==> src/verilog/mem_settings.svh <==
// --------------------
// global sizes for the multi-port test memory
// --------------------

`ifndef MEM_SETTINGS_SVH
`define MEM_SETTINGS_SVH

// number of request/response port pairs
`define MEM_NUM_PORTS 4

// physical memory size in bytes
`define MEM_SIZE_BYTES 1024

// message field widths
`define MEM_ADDR_W 16
`define MEM_DATA_W 32

// log2(MEM_SIZE_BYTES/4)
`define MEM_WORD_IDX_W 8

`endif

==> src/verilog/mem_pkg.sv <==
// --------------------
// message types shared by the memory blocks
// --------------------

`default_nettype none

`include "mem_settings.svh"

package mem_pkg;

  // request and response type field
  typedef enum logic [2:0]
  {
    mem_read    = 3'd0,
    mem_write   = 3'd1,
    mem_amo_add = 3'd2,
    mem_amo_and = 3'd3,
    mem_amo_or  = 3'd4,
    mem_amo_xch = 3'd5
  } mem_type_e;

  // length code, zero means a full word
  typedef logic [1:0] mem_len_t;

  localparam mem_len_t mem_len_word = 2'd0;
  localparam mem_len_t mem_len_byte = 2'd1;
  localparam mem_len_t mem_len_half = 2'd2;

  typedef logic [`MEM_ADDR_W-1:0] mem_addr_t;
  typedef logic [`MEM_DATA_W-1:0] mem_data_t;
  typedef logic [1:0]             mem_port_idx_t;
  typedef logic [3:0]             mem_be_t;

endpackage

`default_nettype wire

==> src/verilog/mem_access_if.sv <==
// --------------------
// granted access from the port control to the datapath
// --------------------

`timescale 1ns/100ps
`default_nettype none

`include "mem_settings.svh"

interface mem_access_if;

  // one access per clock, valid while acc_en is high
  logic                   acc_en;
  logic [2:0]             acc_type;
  logic [`MEM_ADDR_W-1:0] acc_addr;
  logic [1:0]             acc_len;
  logic [`MEM_DATA_W-1:0] acc_data;

  // response payload for the granted port
  logic [`MEM_DATA_W-1:0] rd_data;

  modport ctrl (output acc_en, acc_type, acc_addr, acc_len, acc_data,
                input  rd_data);

  modport dp (input  acc_en, acc_type, acc_addr, acc_len, acc_data,
              output rd_data);

endinterface

`default_nettype wire

==> src/verilog/mem_lane_align.sv <==
// --------------------
// byte lane steering for writes and read data extraction
// --------------------

`timescale 1ns/100ps
`default_nettype none

`include "mem_settings.svh"

module mem_lane_align
  import mem_pkg::*;
(
  mem_access_if.dp                   acc,
  input  mem_data_t                  old_word,
  input  mem_data_t                  alu_word,
  output mem_data_t                  wr_word,
  output mem_be_t                    wr_be,
  output logic                       wr_en,
  output logic [`MEM_WORD_IDX_W-1:0] word_idx
);

  logic [1:0] off;
  logic       is_amo;
  mem_data_t  shifted;

  // upper address bits wrap at the memory size
  assign word_idx = acc.acc_addr[`MEM_WORD_IDX_W+1:2];
  assign off      = acc.acc_addr[1:0];
  assign is_amo   = acc.acc_type inside {mem_amo_add, mem_amo_and, mem_amo_or, mem_amo_xch};
  assign wr_en    = acc.acc_en && (acc.acc_type != mem_read);
  assign shifted  = old_word >> {off, 3'b000};

  // write lanes, subword data copied onto every lane
  always_comb
  begin
    wr_word = acc.acc_data;
    wr_be   = 4'b1111;
    if (is_amo)
      wr_word = alu_word;
    else if (acc.acc_len == mem_len_byte)
    begin
      wr_word = {4{acc.acc_data[7:0]}};
      wr_be   = 4'b0001 << off;
    end
    else if (acc.acc_len == mem_len_half)
    begin
      wr_word = {2{acc.acc_data[15:0]}};
      wr_be   = 4'b0011 << {off[1], 1'b0};
    end
  end

  // response data, zero extended for subword reads
  always_comb
  begin
    acc.rd_data = old_word;
    if (acc.acc_type == mem_write)
      acc.rd_data = '0;
    else if (acc.acc_type == mem_read && acc.acc_len == mem_len_byte)
      acc.rd_data = mem_data_t'(shifted[7:0]);
    else if (acc.acc_type == mem_read && acc.acc_len == mem_len_half)
      acc.rd_data = mem_data_t'(shifted[15:0]);
  end

endmodule

`default_nettype wire

==> src/flat_wrapper.sv <==
// flat-port wrapper written by rule: the top's interface ports become plain ports
module mem_lane_align_flat import mem_pkg::*;
  (old_word, alu_word, wr_word, wr_be, wr_en, word_idx, acc_acc_en, acc_acc_type, acc_acc_addr, acc_acc_len, acc_acc_data, acc_rd_data);
  mem_access_if acc_i ();
  input  mem_data_t old_word;
  input  mem_data_t alu_word;
  output mem_data_t wr_word;
  output mem_be_t wr_be;
  output logic wr_en;
  output logic [`MEM_WORD_IDX_W-1:0] word_idx;
  input wire logic [$bits(acc_i.acc_en)-1:0] acc_acc_en;
  input wire logic [$bits(acc_i.acc_type)-1:0] acc_acc_type;
  input wire logic [$bits(acc_i.acc_addr)-1:0] acc_acc_addr;
  input wire logic [$bits(acc_i.acc_len)-1:0] acc_acc_len;
  input wire logic [$bits(acc_i.acc_data)-1:0] acc_acc_data;
  output wire logic [$bits(acc_i.rd_data)-1:0] acc_rd_data;
  assign acc_i.acc_en = acc_acc_en;
  assign acc_i.acc_type = acc_acc_type;
  assign acc_i.acc_addr = acc_acc_addr;
  assign acc_i.acc_len = acc_acc_len;
  assign acc_i.acc_data = acc_acc_data;
  assign acc_rd_data = acc_i.rd_data;
  mem_lane_align u_core (.acc(acc_i), .old_word(old_word), .alu_word(alu_word), .wr_word(wr_word), .wr_be(wr_be), .wr_en(wr_en), .word_idx(word_idx));
endmodule
==> config.mk <==
export PLATFORM = sky130hd
export DESIGN_NAME = mem_lane_align_flat
export DESIGN_NICKNAME = d
export VERILOG_FILES = /design/src/verilog/mem_pkg.sv /design/src/verilog/mem_access_if.sv /design/src/verilog/mem_lane_align.sv /design/src/flat_wrapper.sv
export VERILOG_INCLUDE_DIRS = /design/src /design/src/verilog
export SDC_FILE = /design/constraint.sdc
export NUM_CORES = 1
export LEC_CHECK = 0
export BUFFER_PORTS_ARGS = -buffer_cell sky130_fd_sc_hd__buf_4
export CAP_MARGIN = 40
export CORE_ASPECT_RATIO = 2
export CORE_MARGIN = 8
export CORE_UTILIZATION = 35
export DETAILED_ROUTE_END_ITERATION = 12
export GPL_TIMING_DRIVEN = 0
export PLACE_DENSITY = 0.86
export REMOVE_ABC_BUFFERS = 1
export SYNTH_ARGS = -nofsm -noshare
export SYNTH_HDL_FRONTEND = slang
export SYNTH_SLANG_ARGS = --single-unit
==> constraint.sdc <==
create_clock -name vclk -period 2.19
set_clock_uncertainty 0.05 [all_clocks]
set_input_delay 0.438 -clock vclk [all_inputs]
set_output_delay 0.438 -clock vclk [all_outputs]
set_load 0.005 [all_outputs]
## After elaboration in Yosys (flattened, before gate mapping)

Index checks and enable logic that the tools add are counted.
W data, S select, Z words.

| word-level totals | value |
|---|---|
| memories | 0 |
| RAM bits | 0 |
| output and inout bits | 77 |
| register bits | 0 |
| input port bits | 118 |
| ROM bits | 0 |
| latch bits | 0 |
| logic and storage cells | 25 |

| cells by class | value |
|---|---|
| reduce and logical (&&, ||, !) cells | 6 |
| add/subtract/negate cells | 0 |
| equal/unequal tests | 7 |
| div/mod/pow operators | 0 |
| shift operators | 3 |
| muxes and demuxes | 9 |
| order comparisons | 0 |
| bitwise gates (word level) | 0 |
| multiply operators | 0 |

Operators with widths:

| operator | number |
|---|---|
| $mux W32 | 6 |
| $shr A32 B5 Y16 | 1 |
| $mux W4 | 3 |
| $eq A3 B2 Y1 const B | 2 |
| $eq A3 B3 Y1 const B | 2 |
| $reduce_bool A4 Y1 | 1 |
| $shl A1 B2 Y4 const A | 1 |
| $shl A2 B2 Y4 const A | 1 |
| $eq A3 B1 Y1 const B | 1 |
| $logic_and A1 B1 Y1 | 3 |
| $logic_not A3 Y1 | 1 |
| $reduce_bool A3 Y1 | 1 |
| $eq A2 B1 Y1 const B | 1 |
| $eq A2 B2 Y1 const B | 1 |

## Logic depth before layout (Yosys ltp)

Gate-level depths: netlist of run 1.

| logic depth | value |
|---|---|
| word-level depth | 5 |
| depth in mapped cells | 5 |
| mapped depth without buffers | 3 |

## Worst setup path after synthesis of run 1

Ideal clock, no wire load.

| timing path | value |
|---|---|
| kind | input-to-output |
| from | input acc_acc_len[1] |
| to | output acc_rd_data[0] |
| path buffers | 2 |
| setup slack | 0.271 ns |
| arrival | 1.431 ns |
| data required time | 1.702 ns |
| stages on the path | 5 |
| cell sequence | buf_4 > xnor2_1 > a211o_1 > buf_2 > o22a_1 |

| on the way | value |
|---|---|
| longest elaborated chain between the ends | 5 |
| elaborated cells on any way between the ends | 7 |
| those cells by class | 2 x eq/ne; 3 x mux; 2 x reduce/logical |

Ends and longest elaborated chain:

| element | line | text |
|---|---|---|
| from (decl) | flat_wrapper.sv:14 | `input wire logic [$bits(acc_i.acc_len)-1:0] acc_acc_len;` |
| $eq A2 B2 Y1 | mem_lane_align.sv:60 | `else if (acc.acc_type == mem_read && acc.acc_len == mem_len_half)` |
| $logic_and A1 B1 Y1 | mem_lane_align.sv:60 |  |
| $mux W32 | mem_lane_align.sv:60 |  |
| $mux W32 * | mem_lane_align.sv:58 | `else if (acc.acc_type == mem_read && acc.acc_len == mem_len_byte)` |
| $mux W32 * | mem_lane_align.sv:56 | `if (acc.acc_type == mem_write)` |
| to (decl) | flat_wrapper.sv:16 | `output wire logic [$bits(acc_i.rd_data)-1:0] acc_rd_data;` |

Every way passes the cells marked *; elsewhere a longest branch is shown, timed or not.

## Worst setup path in the final report of run 1

| timing path | value |
|---|---|
| from | input acc_acc_type[2] |
| to | output acc_rd_data[15] |

| on the way | value |
|---|---|
| longest elaborated chain between the ends | 5 |
| elaborated cells on any way between the ends | 7 |
| those cells by class | 1 x eq/ne; 3 x mux; 3 x reduce/logical |

Ends and longest elaborated chain:

| element | line | text |
|---|---|---|
| from (decl) | flat_wrapper.sv:12 | `input wire logic [$bits(acc_i.acc_type)-1:0] acc_acc_type;` |
| $logic_not A3 Y1 | mem_lane_align.sv:58, mem_lane_align.sv:60 |  |
| $logic_and A1 B1 Y1 | mem_lane_align.sv:60 |  |
| $mux W32 | mem_lane_align.sv:60 |  |
| $mux W32 | mem_lane_align.sv:58 |  |
| $mux W32 * | mem_lane_align.sv:56 |  |

Marks and branches as above.

==> results by group, run 1 <==
Timing
  – Final setup viols: 0
  – Fin crit share: 98.7%
  – Minimum clock period: 2.16 ns
  – Max Clk Rate: 0.462 GHz
  – Least-Margin Pin Slew: 0.522 ns
  – Final Hold Viols: 0
  – Slew headroom: 65.1%
  – Hold_ws: 0.826 ns
  – Max Slew Vio Count: 0
  – RSZ-0062 raised after global routing: yes

Yosys
  – Library cells used by synthesis: 29
  – Syn Area/Cell: 7.04 um^2
  – Sequential area share after synthesis: 0%
  – Warnings, synthesis: 0
  – Top post-synthesis cells by area: mux2i_1 25%, o21ai_1 7.7%, and2_1 6.6%
  – Yosys top cell area share: 24.7%
  – Synthesized area: 0.00162 mm^2
  – Leading area contributor after synthesis: mux2i_1
  – Cell count after synthesis: 230

Pwr
  – Total power: 0.780 mW
  – Peak supply drop: 0.150 mV
  – Power Density: 248 mW/mm^2
  – Leakage power: 1.60 nW

CTS
  – Post-CTS Hold Buffers: 0

Global route
  – Met3 Usage GRT: 11.6%
  – Total global routing overflow: 0
  – Largest net degree at the start of global routing: 29
  – Gr busiest metal: met2
  – GR Util met1: 20.9%
  – Number of global-route vias before repair: 2713
  – Total track usage: 20.9%
  – First-pass GRT wire length: 12800 um
  – GR Layer Usage met2: 37.3%
  – Antenna violations before repair: 0

Route
  – Vias: 2454
  – DRT antenna net count: 0
  – 1st-iter DRT viols: 122
  – First drt pass iteration count: 4
  – Routed WL per cell: 18.3 um
  – Final WL: 8200 um
  – Vias/cell: 5.47
  – DRC: 0

Layout
  – Count of flip-flops and latches: 0
  – P&R area growth vs syn: 94.4%
  – Nets: 514
  – Commonest non-fill, non-tap cell in the layout: buf_4
  – Antenna diode count: 0
  – Fillers: 335
  – FF+latch area: 0 um^2
  – Post-route cell area: 0.00315 mm^2
  – Share of cells above drive strength 1: 53.6%
  – Most frequent cells in the layout: 180 x buf_4, 40 x mux2i_1, 25 x nand2_1, 25 x o21ai_1, 17 x and2_1
  – Clkbuf count: 0

Floorplan
  – Core Box Area: 0.00451 mm^2
  – Die Wd: 64.1 um
  – Standard-cell rows: 35
  – Ports: 195
  – Die H: 112 um
  – Initial Util: 35.9%
  – DIE AREA: 0.00719 mm^2

Placed design
  – I/O Buffers: 173
  – Detail Placement HPWL: 6510 um
  – Placed Area: 0.00290 mm^2
  – Final RePlAce weighted congestion: 0.893

Setup path
  – Crit-path max FO: 8
  – Crit path launch type: input pin
  – Slowest cell on crit path: or3_4
  – Arrival @ worst endpoint: 1.67 ns
  – CP Buf/Inv Count: 2
  – Delay-heaviest family, CP: simple AND/OR/NAND/NOR gates
  – Crit path kind: input pin to output port
  – Kind of end point of the critical path: output port
  – CP max stage delay: 0.43 ns
  – CP Data Required Time: 1.70 ns
  – Crit-path cells: buf_12 -> or3_4 -> or2_4 -> o221a_1 -> buf_4

Run status
  – Status: finished clean

Worst hold path
  – Hold Crit Class: input pin to output port

Flow run
  – MaxCap Viol Count: 0
==> final timing paths <==
| path | endpoint | cells past startpoint | slack (ns) | from |
|---|---|---|---|---|
| setup / recovery | acc_rd_data[15] | 5 | 0.03 | acc_acc_type[2] |
| hold / removal | word_idx[1] | 0 | 0.83 | acc_acc_addr[3] |
==> area by class of cell <==
class	count	area [um^2]	share of cell area, %
multi-input cells	195	1560	49.5
repair buffers	189	1480	47.1
well taps	55	68.8	2.19
inverters	10	37.5	1.19
==> synthesized netlist by cell type (2+ instances only) <==
master    number
o221a_1        8
buf_4         10
nor2b_1       10
nand2_1       25
nor2_1         4
o22a_1         8
and2_1        17
a211o_1        2
mux2_1         8
a221oi_1       8
inv_1         10
mux2_2         8
clkbuf_1       8
mux2i_1       40
nand2b_1      11
a21oi_1        8
buf_2          9
o21ai_1       25
==> stage by stage <==
step	setup WS [ns]	setup TNS [ns]	utilization, %	cells
2_1_floorplan	-1.28	-48.67	-	202
3_3_place_gp	-2.31	-108.19	62.8	430
3_5_place_dp	-0.417	-15.00	64.3	434
4_1_cts	-0.0253	-0.301	67.5	444
5_1_grt	-0.00751	-0.00751	69.8	449
6_report	0.0277	0	69.8	449
==> where the power goes <==
group | internal [mW] | switching [mW] | leakage, nW | total (mW)
Sequential | 0 | 0 | 0 | 0
Combinational | 0.459 | 0.322 | 1.60 | 0.780
Clock | 0 | 0 | 0 | 0
==> repair_timing <==
item                                    4_1_cts  5_1_grt
pin swaps                                     6        3
endpoints found under the hold margin         0        0
resized for setup                            14       10
endpoints found under the setup margin       67       41
gates cloned                                  3        0
buffers inserted                              7        5
==> cell families (layout without fill, tap and decap cells) <==
logic type	after synthesis	in the layout	synth area share, %
muxes	56	56	35.8
AOI/OAI and AO/OA	62	64	26.7
xor gates and xnor gates	2	3	1.08
and+or+nand+nor	72	72	24.6
buffers and inverters	38	199	11.8
==> metal layers <==
metal | routed length (um) | part of all wire (%) | vias up
li1 | - | - | 1155
met1 | 2980 | 36 | 1106
met2 | 3980 | 49 | 186
met3 | 1150 | 14 | 7
met4 | 101 | 1.2 | 0
met5 | 0 | 0 | -
Note: power is estimated with default switching activity, not from simulation.
==> run 2: changes to the inputs <==
--- a/config.mk
+++ b/config.mk
@@ -9,11 +9,12 @@
 export BUFFER_PORTS_ARGS = -buffer_cell sky130_fd_sc_hd__buf_4
 export CAP_MARGIN = 40
 export CORE_ASPECT_RATIO = 2
-export CORE_MARGIN = 8
-export CORE_UTILIZATION = 35
+export CORE_MARGIN = 2
+export CORE_UTILIZATION = 31
 export DETAILED_ROUTE_END_ITERATION = 12
 export GPL_TIMING_DRIVEN = 0
-export PLACE_DENSITY = 0.86
+export PLACE_DENSITY = 0.78
+export RECOVER_POWER = 50
 export REMOVE_ABC_BUFFERS = 1
 export SYNTH_ARGS = -nofsm -noshare
 export SYNTH_HDL_FRONTEND = slang
==> run 2 against run 1 <==
  * Critical path depth up 1
  * Fmax grew 0.19%
  * First-iteration DRC count decreased by 61%
  * Worst setup slack gained 0.0042 ns
  * Non-clock buffer count is 7 lower
  * Die area is 19% lower
  * Largest cell class unchanged
  * Via count fell by 5.1%
  * Sequential share of layout area is the same
==> results by group, run 2 (same netlist as run 1, synthesis figures left out) <==
Run status
  – Status: finished clean

Placed design
  – Detail Placement HPWL: 5470 um (-16%)
  – Placed insts: 437 (+0.69%)
  – Pre-CTS setup slack: -0.366 ns (+0.0510 ns)
  – I/O Buffers: 173 (unchanged)
  – Final RePlAce weighted congestion: 0.779 (-13%)

Timing
  – Final Hold Viols: 0 (unchanged)
  – Final setup viols: 0 (unchanged)
  – Slew headroom: 59.3% (-5.8 points)
  – Max Clk Rate: 0.463 GHz (+0.19%)
  – Minimum clock period: 2.16 ns (-0.00420 ns)
  – Fin crit share: 98.5% (-0.19 points)
  – Max Slew Vio Count: 0 (unchanged)
  – Least-Margin Pin Slew: 0.610 ns (+0.0875 ns)
  – Setup slack after layout: 0.0319 ns (+0.00420 ns)
  – RSZ-0062 raised after global routing: yes
  – Sum of negative setup slack: 0 ns (unchanged)

Global route
  – Total track usage: 20.7% (-0.14 points)
  – Antenna violations before repair: 0 (unchanged)
  – Total global routing overflow: 0 (unchanged)
  – Largest net degree at the start of global routing: 32 (+10%)
  – Number of global-route vias before repair: 2159 (-20%)
  – First-pass GRT wire length: 9500 um (-26%)

Setup path
  – CP Data Required Time: 1.70 ns (about the same)
  – Crit path launch type: input pin
  – Worst setup startpoint: acc_acc_len[1]
  – Crit path kind: input pin to output port
  – Crit-path max FO: 20 (+12)
  – Kind of end point of the critical path: output port
  – Arrival @ worst endpoint: 1.67 ns (about the same)
  – End of the critical path: acc_rd_data[7]

Floorplan
  – Die H: 106 um (-5.3%)
  – Core Box Area: 0.00509 mm^2 (+13%)
  – Ports: 195 (unchanged)
  – DIE AREA: 0.00586 mm^2 (-19%)
  – Standard-cell rows: 37 (+5.7%)
  – Die Wd: 55.1 um (-14%)
  – Initial Util: 31.8% (-4.1 points)

Flow run
  – MaxCap Viol Count: 0 (unchanged)

Pwr
  – Power Density: 243 mW/mm^2 (-2.1%)
  – Peak supply drop: 0.149 mV (-0.37%)
  – Leakage power: 1.56 nW (-2.2%)
  – Total power: 0.757 mW (-2.9%)

Layout
  – Share of cells above drive strength 1: 53.0% (-0.58 points)
  – Nets: 507 (-1.4%)
  – Commonest non-fill, non-tap cell in the layout: buf_4
  – Non-Filler Instances: 445 (-0.89%)
  – Most frequent cells in the layout: 172 x buf_4, 40 x mux2i_1, 25 x nand2_1, 25 x o21ai_1, 17 x and2_1
  – Final core occ: 61.3% (-8.5 points)
  – Fillers: 457 (+36%)
  – Count of flip-flops and latches: 0 (unchanged)
  – P&R area growth vs syn: 92.7%
  – Antenna diode count: 0 (unchanged)
  – Clkbuf count: 0 (unchanged)
  – FF+latch area: 0 um^2 (unchanged)

Route
  – DRT antenna net count: 0 (unchanged)
  – 1st-iter DRT viols: 48 (-61%)
  – Routed WL per cell: 15.6 um (-15%)
  – Vias/cell: 5.23 (-4.2%)
  – Vias: 2329 (-5.1%)
  – First drt pass iteration count: 4 (unchanged)
  – Final WL: 6920 um (-16%)
  – DRC: 0 (unchanged)

Worst hold path
  – Hold Crit Class: input pin to output port
==> run 2: final cells by class <==
class              count  area (um^2)  share of cell area, %
well taps             58         72.6                   2.32
multi-input cells    195         1560                   50.0
repair buffers       182         1450                   46.5
inverters             10         37.5                   1.20
==> run 2: worst min path at each step <==
stage | to | slack, ns | from | depth (start not counted)
floorplan | word_idx[0] | 0.83 | acc_acc_addr[2] | 0
global placement | word_idx[4] | 0.83 | acc_acc_addr[6] | 0
detailed placement | word_idx[4] | 0.83 | acc_acc_addr[6] | 0
CTS | word_idx[4] | 0.83 | acc_acc_addr[6] | 0
global route | word_idx[4] | 0.83 | acc_acc_addr[6] | 0
finish | word_idx[4] | 0.83 | acc_acc_addr[6] | 0
==> run 2: power by group <==
group          switching, mW  leakage (nW)  internal (mW)  total, mW
combinational          0.305          1.56          0.453      0.757
sequential                 0             0              0          0
clock                      0             0              0          0
total                  0.305          1.56          0.453      0.757
==> run 2: what timing repair did <==
item,4_1_cts,5_1_grt
pin swaps,4,6
hold buffers,0,0
gates cloned,1,2
setup buffers,2,3
resized for setup,14,10
setup endpoints to repair,54,30
==> run 2: worst max-delay path, cell delays in order <==
cell	delay, ns
buf_8	0.15
xnor2_4	0.17
buf_12	0.17
a211o_4	0.38
o22a_1	0.22
buf_4	0.13
==> run 2: per-layer routing <==
metal / GRT usage, % / part of all wire [%] / routed length, um
met5: 0 / 0 / 0
met4: 0 / 0 / 0
met1: 19.7 / 33 / 2270
met2: 42.7 / 57 / 3920
met3: 5.62 / 11 / 732
==> run 2: stage by stage <==
stage	instance area [um^2]	hold slack (ns)
6_report	3120	0.826
5_1_grt	3120	0.826
4_1_cts	3020	0.826
3_5_place_dp	2920	0.826
3_3_place_gp	2840	0.826
2_1_floorplan	1470	0.826
==> run 3: changes to the inputs <==
--- a/config.mk
+++ b/config.mk
@@ -9,7 +9,7 @@
 export BUFFER_PORTS_ARGS = -buffer_cell sky130_fd_sc_hd__buf_4
 export CAP_MARGIN = 40
 export CORE_ASPECT_RATIO = 2
-export CORE_MARGIN = 2
+export CORE_MARGIN = 10
 export CORE_UTILIZATION = 31
 export DETAILED_ROUTE_END_ITERATION = 12
 export GPL_TIMING_DRIVEN = 0
==> run 3 against run 2 <==
  * Combinational power about the same
  * Sequential cell count unchanged
  * Die area up 48%
  * Via count up 2.0%
  * Cell count up 0.45%
  * Fmax about the same
  * Non-clock buffer count up 2
==> results by group, run 3 (same netlist as run 1, synthesis figures left out) <==
Route
  – DRC: 0 (unchanged)
  – 1st-iter DRT viols: 141 (+190%)
  – Routed WL per cell: 18.7 um (+20%)
  – First drt pass iteration count: 4 (unchanged)
  – Vias: 2375 (+2.0%)
  – Vias/cell: 5.31 (+1.5%)
  – Final WL: 8380 um (+21%)
  – DRT antenna net count: 0 (unchanged)

Pwr
  – Leakage power: 1.54 nW (-1.1%)
  – Peak supply drop: 0.178 mV (+19%)
  – Power Density: 245 mW/mm^2 (+1.0%)

Global route
  – First-pass GRT wire length: 12800 um (+34%)
  – Total track usage: 17.1% (-3.7 points)
  – Largest net degree at the start of global routing: 37 (+16%)
  – Number of global-route vias before repair: 2582 (+20%)
  – Antenna violations before repair: 0 (unchanged)
  – Total global routing overflow: 0 (unchanged)

Run status
  – Status: finished clean

Setup path
  – Crit path launch type: input pin
  – Crit-path max FO: 8 (-60%)
  – Kind of end point of the critical path: output port
  – Arrival @ worst endpoint: 1.67 ns (about the same)
  – Crit path kind: input pin to output port
  – CP Data Required Time: 1.70 ns (about the same)

Placed design
  – Final RePlAce weighted congestion: 0.806 (+3.4%)
  – Detail Placement HPWL: 6800 um (+24%)
  – Placed Area: 0.00292 mm^2 (unchanged)
  – Pre-CTS setup slack: -0.536 ns (-0.170 ns)
  – Placed insts: 437 (unchanged)
  – I/O Buffers: 173 (unchanged)

Layout
  – Share of cells above drive strength 1: 52.2% (-0.79 points)
  – Commonest non-fill, non-tap cell in the layout: buf_4
  – Post-route cell area: 0.00309 mm^2 (-1.0%)
  – Non-Filler Instances: 447 (+0.45%)
  – Antenna diode count: 0 (unchanged)
  – Nets: 509 (+0.39%)
  – P&R area growth vs syn: 90.8%
  – FF+latch area: 0 um^2 (unchanged)
  – Count of flip-flops and latches: 0 (unchanged)
  – Final core occ: 60.7% (-0.61 points)
  – Fillers: 479 (+4.8%)
  – Most frequent cells in the layout: 161 x buf_4, 40 x mux2i_1, 25 x nand2_1, 21 x o21ai_1, 17 x and2_1
  – Clkbuf count: 0 (unchanged)

Floorplan
  – Initial Util: 31.8% (unchanged)
  – Ports: 195 (unchanged)
  – DIE AREA: 0.00869 mm^2 (+48%)
  – Die Wd: 71.1 um (+29%)
  – Standard-cell rows: 37 (unchanged)
  – Die H: 122 um (+15%)
  – Core Box Area: 0.00509 mm^2 (unchanged)

Timing
  – Sum of negative setup slack: 0 ns (unchanged)
  – Final Hold Viols: 0 (unchanged)
  – Minimum clock period: 2.16 ns (+0.000211 ns)
  – Max Slew Vio Count: 0 (unchanged)
  – Least-Margin Pin Slew: 0.495 ns (-0.115 ns)
  – Max Clk Rate: 0.463 GHz (about the same)
  – Final setup viols: 0 (unchanged)
  – RSZ-0062 raised after global routing: no
  – Slew headroom: 67.0% (+7.7 points)
  – Setup slack after layout: 0.0317 ns (-0.000211 ns)
  – Fin crit share: 98.6% (about the same)

Worst hold path
  – Hold Crit Endpoint: word_idx[0]
  – Worst Hold Depth: 0 (unchanged)
  – Hold Crit Class: input pin to output port
  – Hold Startpoint: acc_acc_addr[2]

CTS
  – Post-CTS Hold Buffers: 0 (unchanged)

Flow run
  – MaxCap Viol Count: 0 (unchanged)
## run 3: layout make-up
| type | count | area (um^2) | share of cell area (%) |
|---|---|---|---|
| Inverter | 10 | 37.5 | 1.21 |
| Multi-Input combinational cell | 195 | 1550 | 50.2 |
| Tap cell | 58 | 72.6 | 2.35 |
| Timing Repair Buffer | 184 | 1430 | 46.2 |
## run 3: where the power goes
part           switching [mW]  internal [mW]  total (mW)
logic                   0.313          0.444       0.757
clock network               0              0           0
registers                   0              0           0
## run 3: worst max-delay path by stage
stage                          from  depth (start not counted)               to  slack, ns
finish              acc_acc_type[0]                          5  acc_rd_data[12]       0.03
global placement    acc_acc_type[1]                          4      wr_word[13]      -2.41
global route         acc_acc_len[0]                          6      wr_word[13]      0.004
floorplan           acc_acc_type[1]                          2       wr_word[0]      -1.28
CTS                 acc_acc_type[2]                          6  acc_rd_data[12]      0.005
detailed placement   acc_acc_len[1]                          6   acc_rd_data[7]      -0.54
## run 3: repair_timing
action	CTS	global route
pin swaps	7	2
setup endpoints to repair	53	19
gates resized for setup	15	4
gates cloned	3	0
setup buffers	5	2
## run 3: routing by layer
metal	vias up	global-route usage [%]	part of all wire (%)
met3	7	10.1	14
met4	0	1.58	0.76
met5	-	0	0
met2	155	31.9	52
met1	1059	16.0	33
li1	1154	-	-
## run 3: critical path: stages
cell	delay (ns)
buf_4	0.13
or3_4	0.42
or2_4	0.30
o221a_1	0.24
buf_4	0.14
## run 3: per-stage QoR
stage | total power [mW] | hold WS, ns
after global routing | 0.826 | 0.826
after detailed placement | 0.729 | 0.826
final | 0.757 | 0.826
after CTS | 0.771 | 0.826
after global placement | 0.700 | 0.826
after floorplan | 0.281 | 0.826
